<file path="src/dataPathPkg.sv">
//----------------------------
// datapath package
// widths, register map, ALU function codes and the status flag
// layout shared by the register bank, the execute stage and the testbench
//----------------------------
package dataPathPkg;

	//----------------------------
	// bus and register bank sizes
	//----------------------------
	localparam int dataWidth = 32;
	typedef logic [dataWidth-1:0] word_t;

	// R0, R1 to R31, PC, T0 to T3 and IR
	localparam int regCount = 38;
	localparam int regSelWidth = 6;
	typedef logic [regSelWidth-1:0] regSel_t;

	// named slots above the general registers
	localparam regSel_t idxPc = 6'd32;
	// T1 to T3 follow T0 directly
	localparam regSel_t idxT0 = 6'd33;
	localparam regSel_t idxIr = 6'd37;

	// the board display always shows R1
	localparam regSel_t idxDisplay = 6'd1;

	// on bus B this code takes the immediate, as a write target it writes nothing
	localparam regSel_t selImm = 6'd63;

	//----------------------------
	// ALU functions, codes 10 to 15 are illegal
	//----------------------------
	typedef enum logic [3:0] {
		aluAdd   = 4'd0,
		aluSub   = 4'd1,
		aluAnd   = 4'd2,
		aluOr    = 4'd3,
		aluXor   = 4'd4,
		aluAndn  = 4'd5,
		aluOrn   = 4'd6,
		aluXnor  = 4'd7,
		aluPassA = 4'd8,
		aluPassB = 4'd9
	} aluFunc_t;

	// status flags, all active high
	typedef struct packed {
		logic overflow;
		logic carry;
		logic negative;
		logic zero;
	} aluFlags_t;

endpackage
</file>
<file path="src/regPortIf.sv">
//----------------------------
// register bank port bundle
// two combinational read ports and one clocked write port
//----------------------------
`timescale 1ns/1ns

interface regPortIf;
	import dataPathPkg::*;

	// read side, selects come in and data goes straight back
	regSel_t readSelA;
	regSel_t readSelB;
	word_t readDataA;
	word_t readDataB;

	// write side, bus C lands in the bank on the clock edge
	logic writeEn;
	regSel_t writeSel;
	word_t writeData;

	// the execute stage owns the selects and the write port
	modport exec (
		output readSelA,
		output readSelB,
		output writeEn,
		output writeSel,
		output writeData,
		input readDataA,
		input readDataB
	);

	// the bank answers reads and accepts writes
	modport bank (
		input readSelA,
		input readSelB,
		input writeEn,
		input writeSel,
		input writeData,
		output readDataA,
		output readDataB
	);

endinterface

</file>
<file path="src/microDataPath.sv">
//----------------------------
// microcoded datapath top
// register bank and execute stage behind plain handshake ports
//----------------------------
`timescale 1ns/1ns

module microDataPath (
	input logic clock50,
	input logic arstN,
	input logic opValid,
	input dataPathPkg::regSel_t opSelA,
	input dataPathPkg::regSel_t opSelB,
	input dataPathPkg::regSel_t opWriteSel,
	input dataPathPkg::aluFunc_t opAluFunc,
	input dataPathPkg::word_t opImm,
	input logic resReady,
	output logic opReady,
	output logic resValid,
	output dataPathPkg::word_t resData,
	output logic resOverflow,
	output logic resCarry,
	output logic resNegative,
	output logic resZero,
	output dataPathPkg::word_t displayData
);
	import dataPathPkg::*;

	aluFlags_t resFlags;

	// read and write ports between the stage and the bank
	regPortIf regs_i ();

	regFile regFile_i (
		.clock50(clock50),
		.arstN(arstN),
		.regs(regs_i.bank),
		.display(displayData)
	);

	execStage execStage_i (
		.clock50(clock50),
		.arstN(arstN),
		.opValid(opValid),
		.opReady(opReady),
		.opSelA(opSelA),
		.opSelB(opSelB),
		.opWriteSel(opWriteSel),
		.opAluFunc(opAluFunc),
		.opImm(opImm),
		.regs(regs_i.exec),
		.resValid(resValid),
		.resReady(resReady),
		.resData(resData),
		.resFlags(resFlags)
	);

	// flag struct out to the board pins
	assign resOverflow = resFlags.overflow;
	assign resCarry = resFlags.carry;
	assign resNegative = resFlags.negative;
	assign resZero = resFlags.zero;

endmodule

</file>
<file path="src/execStage.sv">
//----------------------------
// execute stage
// takes one micro-operation per handshake, runs it through the ALU,
// writes bus C back to the bank and holds the result for the consumer
//----------------------------
`timescale 1ns/1ns

module execStage (
	input logic clock50,
	input logic arstN,
	input logic opValid,
	output logic opReady,
	input dataPathPkg::regSel_t opSelA,
	input dataPathPkg::regSel_t opSelB,
	input dataPathPkg::regSel_t opWriteSel,
	input dataPathPkg::aluFunc_t opAluFunc,
	input dataPathPkg::word_t opImm,
	regPortIf.exec regs,
	output logic resValid,
	input logic resReady,
	output dataPathPkg::word_t resData,
	output dataPathPkg::aluFlags_t resFlags
);
	import dataPathPkg::*;

	word_t busB;
	word_t busC;
	aluFlags_t aluFlags;
	logic accept;

	//----------------------------
	// handshake
	//----------------------------
	// a new operation fits when the result slot is empty or draining now
	assign opReady = !resValid || resReady;
	assign accept = opValid && opReady;

	// operand fetch, the selects go straight to the bank
	assign regs.readSelA = opSelA;
	assign regs.readSelB = opSelB;

	// the reserved code brings the immediate onto bus B
	assign busB = (opSelB == selImm) ? opImm : regs.readDataB;

	aluCore alu_i (
		.busA(regs.readDataA),
		.busB(busB),
		.func(opAluFunc),
		.busC(busC),
		.flags(aluFlags)
	);

	//----------------------------
	// write-back
	//----------------------------
	// only on a transfer, and never to R0 or past IR
	assign regs.writeEn = accept && (opWriteSel != '0) && (opWriteSel <= idxIr);
	assign regs.writeSel = opWriteSel;
	assign regs.writeData = busC;

	// result slot is full after a transfer until the consumer takes it
	always_ff @(posedge clock50 or negedge arstN) begin
		if (!arstN) begin
			resValid <= 1'b0;
		end else if (accept) begin
			resValid <= 1'b1;
		end else if (resReady) begin
			resValid <= 1'b0;
		end
	end

	// result data only moves on a transfer, so it holds under a stall
	always_ff @(posedge clock50) begin
		if (accept) begin
			resData <= busC;
			resFlags <= aluFlags;
		end
	end

	// the sequencer must never offer a function code past aluPassB
	funcLegal: assert property (@(posedge clock50) disable iff (!arstN)
		opValid |-> (opAluFunc <= aluPassB));

	// a stalled result is held until the consumer takes it
	resHeld: assert property (@(posedge clock50) disable iff (!arstN)
		resValid && !resReady |=> resValid && $stable(resData) && $stable(resFlags));

endmodule

</file>
<file path="src/aluCore.sv">
//----------------------------
// ALU
// combinational bus C result plus overflow, carry, negative and zero
//----------------------------
`timescale 1ns/1ns

module aluCore (
	input dataPathPkg::word_t busA,
	input dataPathPkg::word_t busB,
	input dataPathPkg::aluFunc_t func,
	output dataPathPkg::word_t busC,
	output dataPathPkg::aluFlags_t flags
);
	import dataPathPkg::*;

	// subtract runs through the same adder with B inverted and a carry in
	logic isSub;
	word_t addB;
	logic [dataWidth:0] wide;

	// arithmetic status, left at zero for the logic functions
	logic sumCarry;
	logic sumOverflow;

	//----------------------------
	// shared adder
	//----------------------------
	always_comb begin
		isSub = (func == aluSub);
		addB = isSub ? ~busB : busB;
		wide = {1'b0, busA} + {1'b0, addB} + (dataWidth + 1)'(isSub);
	end

	//----------------------------
	// function select
	//----------------------------
	always_comb begin
		busC = '0;
		sumCarry = 1'b0;
		sumOverflow = 1'b0;
		case (func)
			aluAdd, aluSub: begin
				busC = wide[dataWidth-1:0];
				// the adder carries out when there is no borrow, so flip it for subtract
				sumCarry = wide[dataWidth] ^ isSub;
				// same sign going in and a different sign coming out
				sumOverflow = (busA[dataWidth-1] == addB[dataWidth-1]) &&
					(wide[dataWidth-1] != busA[dataWidth-1]);
			end
			aluAnd: busC = busA & busB;
			aluOr: busC = busA | busB;
			aluXor: busC = busA ^ busB;
			aluAndn: busC = busA & ~busB;
			aluOrn: busC = busA | ~busB;
			aluXnor: busC = ~(busA ^ busB);
			aluPassA: busC = busA;
			aluPassB: busC = busB;
			// illegal codes give zero
			default: busC = '0;
		endcase
	end

	// negative and zero look only at the result
	assign flags.overflow = sumOverflow;
	assign flags.carry = sumCarry;
	assign flags.negative = busC[dataWidth-1];
	assign flags.zero = (busC == '0);

endmodule

</file>
<file path="src/regFile.sv">
//----------------------------
// register bank
// 38 words with R0 tied to zero, a one-hot write decoder,
// two read selectors for bus A and bus B and the R1 display tap
//----------------------------
`timescale 1ns/1ns

module regFile (
	input logic clock50,
	input logic arstN,
	regPortIf.bank regs,
	output dataPathPkg::word_t display
);
	import dataPathPkg::*;

	// storage starts at R1, R0 has no flops behind it
	word_t bank [1:regCount-1];

	// one enable per stored register
	logic [regCount-1:1] writeDec;

	// true for the codes that map onto a stored register
	function automatic logic inBank(input regSel_t sel);
		return (sel != '0) && (sel <= idxIr);
	endfunction

	//----------------------------
	// write decoder
	//----------------------------
	// at most one bit is set, so only one register moves per edge
	always_comb begin
		writeDec = '0;
		if (regs.writeEn && inBank(regs.writeSel)) begin
			writeDec[regs.writeSel] = 1'b1;
		end
	end

	// bus C is common to all registers, the decoder picks the one that loads
	always_ff @(posedge clock50 or negedge arstN) begin
		if (!arstN) begin
			for (int i = 1; i < regCount; i++) begin
				bank[i] <= '0;
			end
		end else begin
			for (int i = 1; i < regCount; i++) begin
				if (writeDec[i]) begin
					bank[i] <= regs.writeData;
				end
			end
		end
	end

	//----------------------------
	// read selectors
	//----------------------------
	// R0 and every code past IR read back as zero
	always_comb begin
		regs.readDataA = '0;
		if (inBank(regs.readSelA)) begin
			regs.readDataA = bank[regs.readSelA];
		end
	end

	always_comb begin
		regs.readDataB = '0;
		if (inBank(regs.readSelB)) begin
			regs.readDataB = bank[regs.readSelB];
		end
	end

	// display follows R1 one cycle after it is written
	assign display = bank[idxDisplay];

	// the execute stage has to drop writes aimed at R0 or past IR
	writeTargetLegal: assert property (@(posedge clock50) disable iff (!arstN)
		regs.writeEn |-> inBank(regs.writeSel));

endmodule

</file>
<file path="config.mk">
export PLATFORM = sky130hd
export DESIGN_NAME = microDataPath
export DESIGN_NICKNAME = d
export VERILOG_FILES = /design/src/dataPathPkg.sv /design/src/regPortIf.sv /design/src/microDataPath.sv /design/src/execStage.sv /design/src/aluCore.sv /design/src/regFile.sv
export SDC_FILE = /design/constraint.sdc
export NUM_CORES = 2
export LEC_CHECK = 0
export BUFFER_PORTS_ARGS = -buffer_cell sky130_fd_sc_hd__buf_2
export CAP_MARGIN = 10
export CORE_MARGIN = 3
export CORE_UTILIZATION = 45
export DETAILED_ROUTE_END_ITERATION = 8
export GPL_ROUTABILITY_DRIVEN = 0
export GPL_TIMING_DRIVEN = 1
export HOLD_SLACK_MARGIN = 0.06
export PLACE_DENSITY = 0.56
export SLEW_MARGIN = 40
export SYNTH_ARGS = -nofsm -noshare
export SYNTH_HDL_FRONTEND = slang
export SYNTH_SLANG_ARGS = --single-unit
</file>
<file path="constraint.sdc">
create_clock -name clock50 -period 5.7 [get_ports clock50]
set_input_delay 0.57 -clock clock50 [delete_from_list [all_inputs] [get_ports clock50]]
set_output_delay 0.57 -clock clock50 [all_outputs]
set_load 0.05 [all_outputs]
</file>
==> results.md <==
* Antenna violations before repair at 25
* CP arrival at 6.16 ns
* Synth Flop Type: dfrtp_1
* Initial core utilization at 45.6%
* Post-synth EDFFs at 35
* Final setup skew at 0.0421 ns
* First-pass GRT wire length at 413000 µm
* CTS Sinks at 1220
* Hold_sp: opWriteSel[5]
* Synth area leaders: dfrtp_1, mux4_2, a21oi_1, mux2_2, nor2_1
* Worst setup EP type: flop
* Number of vias per cell at 6.50
* Vias in the first global route at 55834
* Int Power at 17.8 mW
* CTS root buf: clkbuf_16
* Final core occ at 54.4%
* CP Launch Type: primary input
* Detail Route Antenna Nets at 0
* Netlist Area Pre-Place at 68800 µm²
* CTS tree: done
* Final Cycle Share at 97.5%
* Hold WS at 0.346 ns
* Share of cells above drive strength 1 at 31.2%
* Max-cap violations at 0
* Clock tree buffer depth at 3
* CP Launch Point: opSelB[3]
* Die height at 397 µm
* Status: completed
* CTS Buf Count at 141
* Slowest Stage Delay on Critical Path at 0.46 ns
* PwrDens at 314 nW/µm²
* Port buffer count at 127
* FILL cells at 13043
* WP data required at 6.30 ns
* Comb power frac at 21.7%
* Flop2flop setup slack at 0.20 ns
* Max FO, Critical Path at 9
* Total grt overflow at 0
* Hold Violations, Final at 0
* Hpwl dp at 205000 µm
* Mapped Cells at 6293
* Fin crit period at 5.56 ns
* Critical path class: in -> reg
* R2R Path Start: regFile_i.bank[160]
* Final wirelength at 290000 µm
* Row count at 142
* VDD IR-drop max at 316 µV
* Dpl cell area at 76900 µm²
* Slowest CP cell: buf_2
* Core area at 151000 µm²
* NumNets Final at 6832
* WL per Instance at 32.5 µm
* Finished Cell Area at 82000 µm²
* Switch Pwr at 7.92 mW
* Mapped Avg Cell Area at 10.9 µm²
* Drc violations at 0
* Worst path most repeated cell: buf_4
* Yosys top cell area share at 43.1%
* Synthesis-stage register bit count at 1220
* Inst Count DP at 8604
* H-tree depth at 4
* Vias at 57824
* I/O pin count at 128
* Asr flop ratio synth at 97.1%
* Slew Limit Fails at 0
* Drt pass-1 iters at 7
* DRT iter0 DRCs at 8038
* Yosys top cell by area: dfrtp_1
* Largest net degree at the start of global routing at 160
* RSZ-0062 raised after global routing: false
* Total power at 25.7 mW
* Fmax at 180 MHz
* Count of cell types in the netlist at 103
* Ys Warns at 0
* Delay-heaviest family, CP: simple AND/OR/NAND/NOR gates
* Sequential Power Share at 41.5%
* Die W at 397 µm
* Worst slew pin tran at 0.969 ns
* GRT Total Usage at 36.5%
* Clk_lat worst skew at 0.80 ns
* Worst hold path class: in -> reg
* CP bufs+invs at 8
* Rel. slew slack at 35.2%
* Final std cells w/o fill at 8899
* Leak pwr at 36.7 nW
* Area delta synth->final at 19.3%
* Switching Fraction at 30.8%
* Clk slew on worst S/H paths at 0.06 ns
* Final setup fails at 0
* Clock network power share at 36.8%
* Sequential area share after synthesis at 44.7%
* Die ar. at 158000 µm²
* Syn_nets at 6383
-- synth_stat cells (all sizes together), types with 31 or more instances --
library cell  instances
nand2               385
buf                 250
a21oi               850
a22oi                57
nor2                919
o21ai               306
inv                  68
a221oi               51
nor3                 44
mux4                485
o22ai                38
mux2                356
clkbuf              411
ha                   31
xnor2                35
nand3                64
a21o                 31
edfxtp               35
dfrtp              1185
mux2i               247
-- worst min-delay path, stage by stage --
cell	delay (ns)
buf_2	0.14
nand2_1	0.11
nor2_4	0.11
nor2_1	0.11
a21oi_1	0.04
-- power groups by stage --
stage	clock (mW)	combinational, mW	sequential, mW
floorplan	0	3.40	10.5
global placement	0	5.37	10.7
detailed placement	0	5.46	10.8
CTS	9.55	5.48	10.6
global route	9.92	5.93	10.8
finish	9.46	5.59	10.7
-- sequential cells by signal (all words and copies together) (netlist names) --
signal,flops
execStage_i.resFlags,3
regFile_i.bank,1152
execStage_i.resValid,1
regFile_i.display,32
execStage_i.resData,32
-- final timing paths --
check | to | depth (start not counted)
max | execStage_i.resFlags[0] | 26
min reg2reg | regFile_i.bank[503] | 2
min in group asynchronous | regFile_i.bank[790] | 2
max reg2reg | execStage_i.resFlags[0] | 24
max in group asynchronous | regFile_i.bank[1033] | 4
min | regFile_i.bank[32] | 5
-- routing by layer --
layer  share of wire [%]  GRT usage [%]  vias up
met2                  43           52.5     3890
met4                 6.2           20.0        8
li1                    -              -    23999
met3                  12           10.8      781
met5               0.051              0        -
met1                  39           49.5    29146
-- cells by family after synthesis --
kind of cell               synth area share, %
and+or+nand+nor                           9.68
adders and majority gates                0.610
AOI/OAI and AO/OA                         13.7
buffers and inverters                     5.34
muxes                                     25.4
DFF                                       44.7
xor gates and xnor gates                 0.675
-- through the flow --
step                setup slack, ns  TNS [ns]
floorplan                    0.0175         0
finish                        0.144         0
CTS                          0.0138         0
global route                0.00674         0
global placement             -0.835   -287.25
detailed placement           -0.869   -271.68
-- area by class of cell --
cell class	instances	area (µm²)	area share [%]
clock inverters	49	649	0.792
flip-flops and latches	1220	30700	37.4
inverters	69	263	0.320
clock buffers	210	4130	5.04
diodes	25	62.6	0.0763
multi-input cells	4343	35000	42.7
well taps	2016	2520	3.07
repair buffers	967	8690	10.6
-- repair_timing --
item                                   in CTS  in global routing
buffers inserted                            0                  1
setup endpoints to repair                   1                 34
gates cloned                                0                  0
hold buffers                                3                  0
pin swaps                                   0                  2
endpoints found under the hold margin      88                  0
resized for setup                           2                  8
-- cell usage in the layout, fill, tap and decap left out, types with 38 or more instances in the layout --
| cell type | n |
|---|---|
| dfrtp_1 | 1185 |
| nor3_1 | 38 |
| nand2_1 | 385 |
| o21ai_0 | 286 |
| mux2i_1 | 247 |
| buf_4 | 708 |
| mux4_2 | 478 |
| nand3_1 | 63 |
| clkbuf_1 | 40 |
| o22ai_1 | 38 |
| a21oi_1 | 844 |
| a22oi_1 | 55 |
| buf_2 | 119 |
| buf_12 | 109 |
| inv_1 | 58 |
| a221oi_1 | 46 |
| nor2_1 | 884 |
| mux2_2 | 354 |
| clkbuf_16 | 145 |
No activity file was read; power rests on OpenSTA's default activity.
